===== src/hdl/fe_pkg.sv =====
package fe_pkg;

  localparam int XLEN     = 64;
  localparam int INST_LEN = 32;
  localparam int TRAP_LEN = 3;

  // trap bus bit positions.
  localparam int TRAP_FETCH_MISALIGN = 0;
  localparam int TRAP_FETCH_FAULT    = 1;
  localparam int TRAP_ILLEGAL        = 2;

  localparam int STAGE_NUM    = 6;
  localparam int STAGE_PC     = 0;
  localparam int STAGE_IF_ID  = 1;
  localparam int STAGE_ID_EX  = 2;
  localparam int STAGE_EX_MEM = 3;
  localparam int STAGE_MEM_WB = 4;
  localparam int STAGE_WB     = 5;

  localparam logic [INST_LEN-1:0] INST_NOP = 32'h0000_0013; // addi x0, x0, 0.

  localparam logic [6:0] OPC_LOAD      = 7'b000_0011;
  localparam logic [6:0] OPC_OP_IMM    = 7'b001_0011;
  localparam logic [6:0] OPC_AUIPC     = 7'b001_0111;
  localparam logic [6:0] OPC_STORE     = 7'b010_0011;
  localparam logic [6:0] OPC_OP        = 7'b011_0011;
  localparam logic [6:0] OPC_LUI       = 7'b011_0111;
  localparam logic [6:0] OPC_BRANCH    = 7'b110_0011;
  localparam logic [6:0] OPC_JALR      = 7'b110_0111;
  localparam logic [6:0] OPC_JAL       = 7'b110_1111;
  localparam logic [6:0] OPC_OP_IMM_32 = 7'b001_1011;
  localparam logic [6:0] OPC_OP_32     = 7'b011_1011;
  localparam logic [6:0] OPC_SYSTEM    = 7'b111_0011;

  typedef struct packed {
    logic [6:0] funct7;
    logic [4:0] rs2;
    logic [4:0] rs1;
    logic [2:0] funct3;
    logic [4:0] rd;
    logic [6:0] opcode;
  } r_fmt_t;

  typedef struct packed {
    logic [11:0] imm_11_0;
    logic [4:0]  rs1;
    logic [2:0]  funct3;
    logic [4:0]  rd;
    logic [6:0]  opcode;
  } i_fmt_t;

  typedef struct packed {
    logic [6:0] imm_11_5;
    logic [4:0] rs2;
    logic [4:0] rs1;
    logic [2:0] funct3;
    logic [4:0] imm_4_0;
    logic [6:0] opcode;
  } s_fmt_t;

  typedef struct packed {
    logic       imm_12;
    logic [5:0] imm_10_5;
    logic [4:0] rs2;
    logic [4:0] rs1;
    logic [2:0] funct3;
    logic [3:0] imm_4_1;
    logic       imm_11;
    logic [6:0] opcode;
  } b_fmt_t;

  typedef struct packed {
    logic [19:0] imm_31_12;
    logic [4:0]  rd;
    logic [6:0]  opcode;
  } u_fmt_t;

  typedef struct packed {
    logic       imm_20;
    logic [9:0] imm_10_1;
    logic       imm_11;
    logic [7:0] imm_19_12;
    logic [4:0] rd;
    logic [6:0] opcode;
  } j_fmt_t;

  // same word seen raw or through one of the format layouts.
  typedef union packed {
    logic [INST_LEN-1:0] raw;
    r_fmt_t              r_fmt;
    i_fmt_t              i_fmt;
    s_fmt_t              s_fmt;
    b_fmt_t              b_fmt;
    u_fmt_t              u_fmt;
    j_fmt_t              j_fmt;
  } inst_u;

endpackage


===== src/hdl/pc_gen.sv =====
`timescale 1ns/100ps

module pc_gen #(
  parameter logic [fe_pkg::XLEN-1:0] RESET_ADDR = 'h8000_0000
) (
  input  logic                    clk,
  input  logic                    arst_n_i,
  input  logic                    stall_i,
  input  logic                    redirect_valid_i,
  input  logic [fe_pkg::XLEN-1:0] redirect_pc_i,
  output logic [fe_pkg::XLEN-1:0] pc_o
);

  // one slot before the boot address that if_id turns into a bubble.
  localparam logic [fe_pkg::XLEN-1:0] BOOT_PC = RESET_ADDR - 4;

  logic [fe_pkg::XLEN-1:0] pc_q;
  logic [fe_pkg::XLEN-1:0] pc_d;

  always_comb begin
    if (redirect_valid_i) begin
      pc_d = redirect_pc_i;
    end else begin
      pc_d = pc_q + fe_pkg::XLEN'(4); // next sequential word.
    end
  end

  always_ff @(posedge clk or negedge arst_n_i) begin
    if (!arst_n_i) begin
      pc_q <= BOOT_PC;
    end else if (!stall_i) begin
      pc_q <= pc_d;
    end
  end

  assign pc_o = pc_q;

endmodule


===== src/hdl/inst_fetch.sv =====
`timescale 1ns/100ps

module inst_fetch (
  input  logic [fe_pkg::XLEN-1:0]     pc_i,
  output logic [fe_pkg::XLEN-1:0]     imem_addr_o,
  input  logic [fe_pkg::INST_LEN-1:0] imem_data_i,
  input  logic                        imem_err_i,
  output logic [fe_pkg::XLEN-1:0]     inst_addr_o,
  output fe_pkg::inst_u               inst_data_o,
  output logic [fe_pkg::TRAP_LEN-1:0] trap_o
);

  logic misalign;
  logic fault;

  assign imem_addr_o = pc_i;
  assign inst_addr_o = pc_i;

  assign misalign = |pc_i[1:0];
  assign fault    = imem_err_i & ~misalign; // misalignment wins.

  always_comb begin
    trap_o = '0;
    trap_o[fe_pkg::TRAP_FETCH_MISALIGN] = misalign;
    trap_o[fe_pkg::TRAP_FETCH_FAULT]    = fault;
  end

  // a failed fetch must not decode as an illegal opcode.
  always_comb begin
    if (misalign || fault) begin
      inst_data_o = fe_pkg::INST_NOP;
    end else begin
      inst_data_o = imem_data_i;
    end
  end

endmodule


===== src/hdl/pipe_ctrl.sv =====
`timescale 1ns/100ps

module pipe_ctrl (
  input  logic                         clk,
  input  logic                         arst_n_i,
  input  logic                         exe_busy_i,
  input  logic                         redirect_valid_i,
  output logic [fe_pkg::STAGE_NUM-1:0] stall_o,
  output logic [fe_pkg::STAGE_NUM-1:0] flush_o
);

  always_comb begin
    stall_o = '0;
    flush_o = '0;
    // busy execute stage holds everything up to ID/EX.
    stall_o[fe_pkg::STAGE_PC]    = exe_busy_i;
    stall_o[fe_pkg::STAGE_IF_ID] = exe_busy_i;
    stall_o[fe_pkg::STAGE_ID_EX] = exe_busy_i;
    // redirect kills the wrong path in IF/ID and ID/EX.
    flush_o[fe_pkg::STAGE_IF_ID] = redirect_valid_i;
    flush_o[fe_pkg::STAGE_ID_EX] = redirect_valid_i;
  end

  // execute stage may not redirect while it is busy.
  a_no_redirect_when_busy : assert property (
    @(posedge clk) disable iff (!arst_n_i)
    !(exe_busy_i && redirect_valid_i)
  ) else $error("redirect strobe while execute stage busy");

  a_stall_flush_excl : assert property (
    @(posedge clk) disable iff (!arst_n_i)
    (stall_o & flush_o) == '0
  ) else $error("stall and flush set for one stage: %b %b", stall_o, flush_o);

endmodule


===== src/hdl/if_id.sv =====
`timescale 1ns/100ps

module if_id #(
  parameter logic [fe_pkg::XLEN-1:0] RESET_ADDR = 'h8000_0000
) (
  input  logic                         clk,
  input  logic                         arst_n_i,
  input  logic [fe_pkg::STAGE_NUM-1:0] stall_i,
  input  logic [fe_pkg::STAGE_NUM-1:0] flush_i,
  input  logic [fe_pkg::XLEN-1:0]      inst_addr_i,
  input  fe_pkg::inst_u                inst_data_i,
  input  logic [fe_pkg::TRAP_LEN-1:0]  trap_i,
  output logic [fe_pkg::XLEN-1:0]      inst_addr_o,
  output fe_pkg::inst_u                inst_data_o,
  output logic [fe_pkg::TRAP_LEN-1:0]  trap_o
);

  localparam logic [fe_pkg::XLEN-1:0] BOOT_PC = RESET_ADDR - 4;

  logic                        reg_wen;
  logic                        flush;
  logic [fe_pkg::XLEN-1:0]     inst_addr_q;
  fe_pkg::inst_u               inst_data_q;
  logic [fe_pkg::TRAP_LEN-1:0] trap_q;

  assign reg_wen = !stall_i[fe_pkg::STAGE_IF_ID]; // hold while stalled.

  // the pre-boot slot from pc_gen never reaches decode.
  assign flush = flush_i[fe_pkg::STAGE_IF_ID] | (inst_addr_i == BOOT_PC);

  always_ff @(posedge clk or negedge arst_n_i) begin
    if (!arst_n_i) begin
      inst_addr_q <= '0;
      inst_data_q <= fe_pkg::INST_NOP;
      trap_q      <= '0;
    end else if (reg_wen) begin
      if (flush) begin
        inst_addr_q <= '0; // bubble.
        inst_data_q <= fe_pkg::INST_NOP;
        trap_q      <= '0;
      end else begin
        inst_addr_q <= inst_addr_i;
        inst_data_q <= inst_data_i;
        trap_q      <= trap_i;
      end
    end
  end

  assign inst_addr_o = inst_addr_q;
  assign inst_data_o = inst_data_q;
  assign trap_o      = trap_q;

endmodule


===== src/hdl/inst_decode.sv =====
`timescale 1ns/100ps

module inst_decode (
  input  logic [fe_pkg::XLEN-1:0]     inst_addr_i,
  input  fe_pkg::inst_u               inst_data_i,
  input  logic [fe_pkg::TRAP_LEN-1:0] trap_i,
  output logic [4:0]                  rd_o,
  output logic [4:0]                  rs1_o,
  output logic [4:0]                  rs2_o,
  output logic [fe_pkg::XLEN-1:0]     imm_o,
  output logic [fe_pkg::TRAP_LEN-1:0] trap_o
);

  logic [6:0]         opcode;
  logic               opc_known;
  logic               illegal;
  logic               fetch_trap;
  logic signed [11:0] imm_i;
  logic signed [11:0] imm_s;
  logic signed [12:0] imm_b;
  logic signed [31:0] imm_u;
  logic signed [20:0] imm_j;

  assign opcode = inst_data_i.r_fmt.opcode;

  // raw immediates per format with the implied zero lsb for B and J.
  assign imm_i = inst_data_i.i_fmt.imm_11_0;
  assign imm_s = {inst_data_i.s_fmt.imm_11_5, inst_data_i.s_fmt.imm_4_0};
  assign imm_b = {inst_data_i.b_fmt.imm_12, inst_data_i.b_fmt.imm_11,
                  inst_data_i.b_fmt.imm_10_5, inst_data_i.b_fmt.imm_4_1, 1'b0};
  assign imm_u = {inst_data_i.u_fmt.imm_31_12, 12'b0};
  assign imm_j = {inst_data_i.j_fmt.imm_20, inst_data_i.j_fmt.imm_19_12,
                  inst_data_i.j_fmt.imm_11, inst_data_i.j_fmt.imm_10_1, 1'b0};

  always_comb begin
    rd_o      = '0;
    rs1_o     = '0;
    rs2_o     = '0;
    imm_o     = '0;
    opc_known = 1'b1;
    case (opcode)
      fe_pkg::OPC_OP, fe_pkg::OPC_OP_32: begin
        rd_o  = inst_data_i.r_fmt.rd;
        rs1_o = inst_data_i.r_fmt.rs1;
        rs2_o = inst_data_i.r_fmt.rs2;
      end
      fe_pkg::OPC_LOAD, fe_pkg::OPC_OP_IMM, fe_pkg::OPC_OP_IMM_32,
      fe_pkg::OPC_JALR, fe_pkg::OPC_SYSTEM: begin
        rd_o  = inst_data_i.i_fmt.rd;
        rs1_o = inst_data_i.i_fmt.rs1;
        imm_o = fe_pkg::XLEN'(imm_i);
      end
      fe_pkg::OPC_STORE: begin
        rs1_o = inst_data_i.s_fmt.rs1;
        rs2_o = inst_data_i.s_fmt.rs2;
        imm_o = fe_pkg::XLEN'(imm_s);
      end
      fe_pkg::OPC_BRANCH: begin
        rs1_o = inst_data_i.b_fmt.rs1;
        rs2_o = inst_data_i.b_fmt.rs2;
        imm_o = fe_pkg::XLEN'(imm_b);
      end
      fe_pkg::OPC_LUI, fe_pkg::OPC_AUIPC: begin
        rd_o  = inst_data_i.u_fmt.rd;
        imm_o = fe_pkg::XLEN'(imm_u); // sign-extended on rv64.
      end
      fe_pkg::OPC_JAL: begin
        rd_o  = inst_data_i.j_fmt.rd;
        imm_o = fe_pkg::XLEN'(imm_j);
      end
      default: opc_known = 1'b0;
    endcase
  end

  assign illegal = (opcode[1:0] != 2'b11) | ~opc_known; // compressed not supported.

  always_comb begin
    trap_o = trap_i;
    trap_o[fe_pkg::TRAP_ILLEGAL] = trap_i[fe_pkg::TRAP_ILLEGAL] | illegal;
  end

  assign fetch_trap = trap_i[fe_pkg::TRAP_FETCH_MISALIGN] | trap_i[fe_pkg::TRAP_FETCH_FAULT];

  // fetch traps arrive through if_id with the word already replaced.
  a_fetch_trap_nop : assert final (
    !fetch_trap || (inst_data_i.raw == fe_pkg::INST_NOP &&
    (!trap_i[fe_pkg::TRAP_FETCH_MISALIGN] || inst_addr_i[1:0] != 2'b00))
  ) else $error("fetch trap with bad word %h at pc %h", inst_data_i.raw, inst_addr_i);

endmodule


===== src/hdl/fe_top.sv =====
`timescale 1ns/100ps

module fe_top #(
  parameter logic [fe_pkg::XLEN-1:0] RESET_ADDR = 'h8000_0000
) (
  input  logic                         clk,
  input  logic                         arst_n_i,
  output logic [fe_pkg::XLEN-1:0]      imem_addr_o,
  input  logic [fe_pkg::INST_LEN-1:0]  imem_data_i,
  input  logic                         imem_err_i,
  input  logic                         exe_busy_i,
  input  logic                         redirect_valid_i,
  input  logic [fe_pkg::XLEN-1:0]      redirect_pc_i,
  output logic [fe_pkg::STAGE_NUM-1:0] stall_o,
  output logic [fe_pkg::STAGE_NUM-1:0] flush_o,
  output logic [fe_pkg::XLEN-1:0]      id_pc_o,
  output logic [fe_pkg::INST_LEN-1:0]  id_inst_o,
  output logic [4:0]                   id_rd_o,
  output logic [4:0]                   id_rs1_o,
  output logic [4:0]                   id_rs2_o,
  output logic [fe_pkg::XLEN-1:0]      id_imm_o,
  output logic [fe_pkg::TRAP_LEN-1:0]  id_trap_o
);

  logic [fe_pkg::STAGE_NUM-1:0] stall;
  logic [fe_pkg::STAGE_NUM-1:0] flush;
  logic [fe_pkg::XLEN-1:0]      fetch_pc;
  logic [fe_pkg::XLEN-1:0]      if_addr;
  fe_pkg::inst_u                if_inst;
  logic [fe_pkg::TRAP_LEN-1:0]  if_trap;
  logic [fe_pkg::XLEN-1:0]      id_addr;
  fe_pkg::inst_u                id_inst;
  logic [fe_pkg::TRAP_LEN-1:0]  id_trap;

  pc_gen #(.RESET_ADDR(RESET_ADDR)) u_pc_gen (
    .clk              (clk),
    .arst_n_i         (arst_n_i),
    .stall_i          (stall[fe_pkg::STAGE_PC]),
    .redirect_valid_i (redirect_valid_i),
    .redirect_pc_i    (redirect_pc_i),
    .pc_o             (fetch_pc)
  );

  inst_fetch u_inst_fetch (
    .pc_i        (fetch_pc),
    .imem_addr_o (imem_addr_o),
    .imem_data_i (imem_data_i),
    .imem_err_i  (imem_err_i),
    .inst_addr_o (if_addr),
    .inst_data_o (if_inst),
    .trap_o      (if_trap)
  );

  pipe_ctrl u_pipe_ctrl (
    .clk              (clk),
    .arst_n_i         (arst_n_i),
    .exe_busy_i       (exe_busy_i),
    .redirect_valid_i (redirect_valid_i),
    .stall_o          (stall),
    .flush_o          (flush)
  );

  if_id #(.RESET_ADDR(RESET_ADDR)) u_if_id (
    .clk         (clk),
    .arst_n_i    (arst_n_i),
    .stall_i     (stall),
    .flush_i     (flush),
    .inst_addr_i (if_addr),
    .inst_data_i (if_inst),
    .trap_i      (if_trap),
    .inst_addr_o (id_addr),
    .inst_data_o (id_inst),
    .trap_o      (id_trap)
  );

  inst_decode u_inst_decode (
    .inst_addr_i (id_addr),
    .inst_data_i (id_inst),
    .trap_i      (id_trap),
    .rd_o        (id_rd_o),
    .rs1_o       (id_rs1_o),
    .rs2_o       (id_rs2_o),
    .imm_o       (id_imm_o),
    .trap_o      (id_trap_o)
  );

  assign stall_o   = stall; // downstream stages.
  assign flush_o   = flush;
  assign id_pc_o   = id_addr;
  assign id_inst_o = id_inst.raw;

endmodule


===== config.mk =====
export PLATFORM = sky130hd
export DESIGN_NAME = fe_top
export DESIGN_NICKNAME = d
export VERILOG_FILES = /design/src/hdl/fe_pkg.sv /design/src/hdl/pc_gen.sv /design/src/hdl/inst_fetch.sv /design/src/hdl/pipe_ctrl.sv /design/src/hdl/if_id.sv /design/src/hdl/inst_decode.sv /design/src/hdl/fe_top.sv
export SDC_FILE = /design/constraint.sdc
export NUM_CORES = 1
export LEC_CHECK = 0
export BUFFER_PORTS_ARGS = -buffer_cell sky130_fd_sc_hd__buf_2
export CAP_MARGIN = 20
export CORE_ASPECT_RATIO = 1.75
export CORE_MARGIN = 3
export CORE_UTILIZATION = 45
export CTS_CLUSTER_SIZE = 40
export DETAILED_ROUTE_END_ITERATION = 10
export HOLD_SLACK_MARGIN = 0.02
export PLACE_DENSITY = 0.75
export SYNTH_ARGS = -nofsm -noshare
export SYNTH_HDL_FRONTEND = slang
export SYNTH_SLANG_ARGS = --single-unit

===== constraint.sdc =====
create_clock -name clk -period 3.65 [get_ports clk]
set_input_delay 0.73 -clock clk [delete_from_list [all_inputs] [get_ports clk]]
set_output_delay 0.73 -clock clk [all_outputs]
set_load 0.02 [all_outputs]

==> results.tsv <==
stage	metric	value	unit
setup_path	worstSetupEndpointType	output port	
final_layout	drive_gt1_frac	0.348	
global_routing	grt_use_met1	0.324	
power_and_ir_drop	seqPwrFrac	0.428	
final_layout	regArea	4090	µm²
logic_synthesis	synthTopCellsByArea	dfrtp_1, dfstp_2, a22o_1	
clock_network	cts.repair.resized	0	
setup_path	r2r-end	u_pc_gen.pc_o[33]$_DFFE_PN0N_	
floorplanning	die_x	114	µm
job	drv_cap	0	
logic_synthesis	synth_mux_area_frac	0.00791	
floorplanning	dieArea	22200	µm²
setup_path	required	2.92	ns
setup_path	worst-path-buf-inv	2	
detailed_routing	final_antenna_net_count	0	
sta	hold_violations	0	
sta	rsz0062_at_grt	no	
setup_path	crit-reg2reg-launch	u_pc_gen.pc_o[18]$_DFFE_PN1N_	
logic_synthesis	synth_cell_type_count	67	
sta	finClkSkew	0.0113	ns
global_routing	grt_pass1_vias	9165	
final_layout	final_cells	1546	
logic_synthesis	ys_seq_area_frac	0.447	
global_routing	grt_usage	0.306	
placed_design	io_buffer_count	347	
detailed_routing	vias_per_cell	6.22	
worst_hold_path	hp-class	input pin to asynchronous set/reset pin	
clock_network	cts.hold.buffers_added	0	
sta	maxSlewHeadroom	0.324	
setup_path	crit_cells	7	
setup_path	path_max_fanout	33	
outcome	status	finished clean	
setup_path	cp-start-kind	register	
logic_synthesis	synthAdderAreaFrac	0.00136	
sta	period_minus_slack	3.27	ns
detailed_routing	vias	9612	
power_and_ir_drop	power.share.combinational	0.233	
final_layout	area_delta_synth_final	24.9	%
sta	worst_pin_slew	1.01	ns
placed_design	dpl.hpwl	26000	µm
clock_network	cts_buffers	17	
setup_path	cp.arrival	2.54	ns
clock_network	cts-root-buf	clkbuf_16	
floorplanning	coreArea	19900	µm²
logic_synthesis	syn_area_per_cell	9.02	µm²
setup_path	rr_worst_depth	5	
clock_network	cts.reportedPaths.clkPinSlew	0.06	ns
power_and_ir_drop	vdd_drop_max	0.389	mV
clock_network	cts_num_sinks	162	
logic_synthesis	synth_top_family_by_area	compound AO/OA/AOI/OAI gates	
clock_network	clock_path_buffers	2	
logic_synthesis	synth_most_common_cell	dfrtp_1	
global_routing	grt-ovfl-total	0	
power_and_ir_drop	switching_share	0.348	
floorplanning	ios	355	
detailed_routing	drtIter0Drc	805	
logic_synthesis	ys.flop_type	dfrtp_1	
logic_synthesis	synthTopCellsByCount	dfrtp_1, nand2_1, a22o_1	
detailed_routing	drt-total-wl	34600	µm
sta	timing.final.max_slew_violations	0	
logic_synthesis	yosys.area_share.simple	0.230	
sta	setup_viol	0	
detailed_routing	wire_per_inst	22.4	µm
setup_path	path_cells	nand2b_1 > a21oi_1 > o22ai_1 > o2bb2ai_1 > o21a_1 > buf_4 > buf_2	
detailed_routing	drc_errors	0	
logic_synthesis	yosysWarnings	0	
logic_synthesis	synth-async-reset-ratio	1.00	
setup_path	crit_type	register to output port	
setup_path	slowest_delay	0.57	ns
logic_synthesis	synth-seq-cells	162	
clock_network	cts_tree	done	
logic_synthesis	yosysTopAreaCell	dfrtp_1	
global_routing	met2_usage	0.556	
floorplanning	rows	68	
power_and_ir_drop	p_clk_frac	0.339	
floorplanning	initial_core_util	0.461	
final_layout	num-nets-final	1387	
global_routing	grt_pass1_wl	52900	µm
setup_path	cp_top_family	compound AO/OA/AOI/OAI gates	
power_and_ir_drop	p_leak	0.00553	µW
power_and_ir_drop	intPower	3590	µW
clock_network	htree_num_levels	4	
setup_path	critPathSlowestCell	dfrtp_1	
global_routing	grt.busiest_layer	met2	
power_and_ir_drop	powerDensity	482	nW/µm²
logic_synthesis	synth_compound_area_frac	0.230	
logic_synthesis	netlist_area	9170	µm²
global_routing	antenna_found_initial	3	
sta	fmax	0.306	GHz
logic_synthesis	synth_edf_count	0	
logic_synthesis	synthCells	1016	
final_layout	fillers	1836	
sta	finalCritPeriodShare	0.896	
placed_design	gp_congestion	1.03	
placed_design	placedCellCount	1511	
detailed_routing	first_pass_iters	7	
logic_synthesis	yosysTopAreaCellShare	0.355	
setup_path	reg2reg_slack	0.81	ns
power_and_ir_drop	p_switching	1920	µW
logic_synthesis	synth-xor-area-share	0	
sta	finalSetupTns	0	ns
floorplanning	fp.dieH	195	µm
global_routing	met3_usage	0.0526	
global_routing	grt_max_degree	72	
clock_network	post_cts_buffers	0	
clock_network	insertion_delay	0.44	ns
final_layout	multi_input_area	4370	µm²
worst max path at each step:
stage                                            start                            end  slack, ns
global placement    u_if_id.inst_data_o[6]$_DFFE_PN0N_                   id_imm_o[31]       0.88
CTS                 u_if_id.inst_data_o[6]$_DFFE_PN0N_                   id_imm_o[31]       0.37
detailed placement        u_pc_gen.pc_o[7]$_DFFE_PN1N_  u_pc_gen.pc_o[33]$_DFFE_PN0N_       0.85
global route        u_if_id.inst_data_o[6]$_DFFE_PN0N_                   id_imm_o[36]       0.18
floorplan           u_if_id.inst_data_o[6]$_DFFE_PN0N_                   id_imm_o[32]       0.18
finish              u_if_id.inst_data_o[6]$_DFFE_PN0N_                   id_imm_o[31]       0.38
placed cells by master (no fill, tap or decap), drive strengths merged, types with 32 or more instances in the layout:
cell type	n
a21oi	36
buf	374
a22o	89
o21ai	59
nand4	36
nor2	66
dfstp	32
dfrtp	130
nand2	93
nand3	40
worst reg2reg max path, stage by stage, from the launching register on:
cell     delay, ns
dfstp_2       0.62
nand4_1       0.23
or4_1         0.74
or4_4         0.63
or4_1         0.48
nand3_1       0.09
per-layer routing:
layer,share of wire,vias to the layer above,wire (µm)
met5,0,-,0
met4,0.058,0,2020
met3,0.077,123,2680
met2,0.53,554,18500
met1,0.33,4629,11500
li1,-,4306,-
sequential cells by signal, indices dropped and copies added (netlist names):
signal and flops:
u_if_id.trap_o 2, u_if_id.inst_data_o 32, u_if_id.inst_addr_o 64, u_pc_gen.pc_o 64
cell families after synthesis:
group	count (synthesis)
flip-flops	162
AO/OA/AOI/OAI	289
other	1
buffers and inverters	157
adder cells (fa/ha/maj)	1
multiplexers	7
AND/OR/NAND/NOR	399
power groups by stage:
| stage | logic [µW] | registers (µW) | clock network [µW] |
|---|---|---|---|
| 2_1_floorplan | 613 | 2490 | 0 |
| 6_report | 1290 | 2360 | 1870 |
| 3_3_place_gp | 1270 | 2370 | 0 |
| 3_5_place_dp | 1290 | 2380 | 0 |
| 4_1_cts | 1290 | 2350 | 1900 |
| 5_1_grt | 1390 | 2390 | 1990 |
cell type report:
cell class / instances / share of cell area
Multi-Input combinational cell: 703 / 0.381
Sequential cell: 162 / 0.358
Timing Repair Buffer: 374 / 0.172
Clock buffer: 19 / 0.0396
Tap cell: 245 / 0.0268
Clock inverter: 13 / 0.0138
Inverter: 27 / 0.00885
Antenna cell: 3 / 0.000656
stage by stage:
| stage | worst slack, ns | util | hold slack [ns] | cell area [µm²] | total power [µW] |
|---|---|---|---|---|---|
| CTS | 0.370 | 0.575 | 0.332 | 11400 | 5540 |
| floorplan | 0.180 | - | 0.434 | 9190 | 3110 |
| finish | 0.381 | 0.575 | 0.318 | 11400 | 5520 |
| detailed placement | 0.851 | 0.544 | 0.461 | 10800 | 3670 |
| global placement | 0.877 | 0.544 | 0.462 | 10800 | 3640 |
| global route | 0.175 | 0.575 | 0.350 | 11400 | 5760 |
Note: power is estimated with default switching activity, not from simulation.
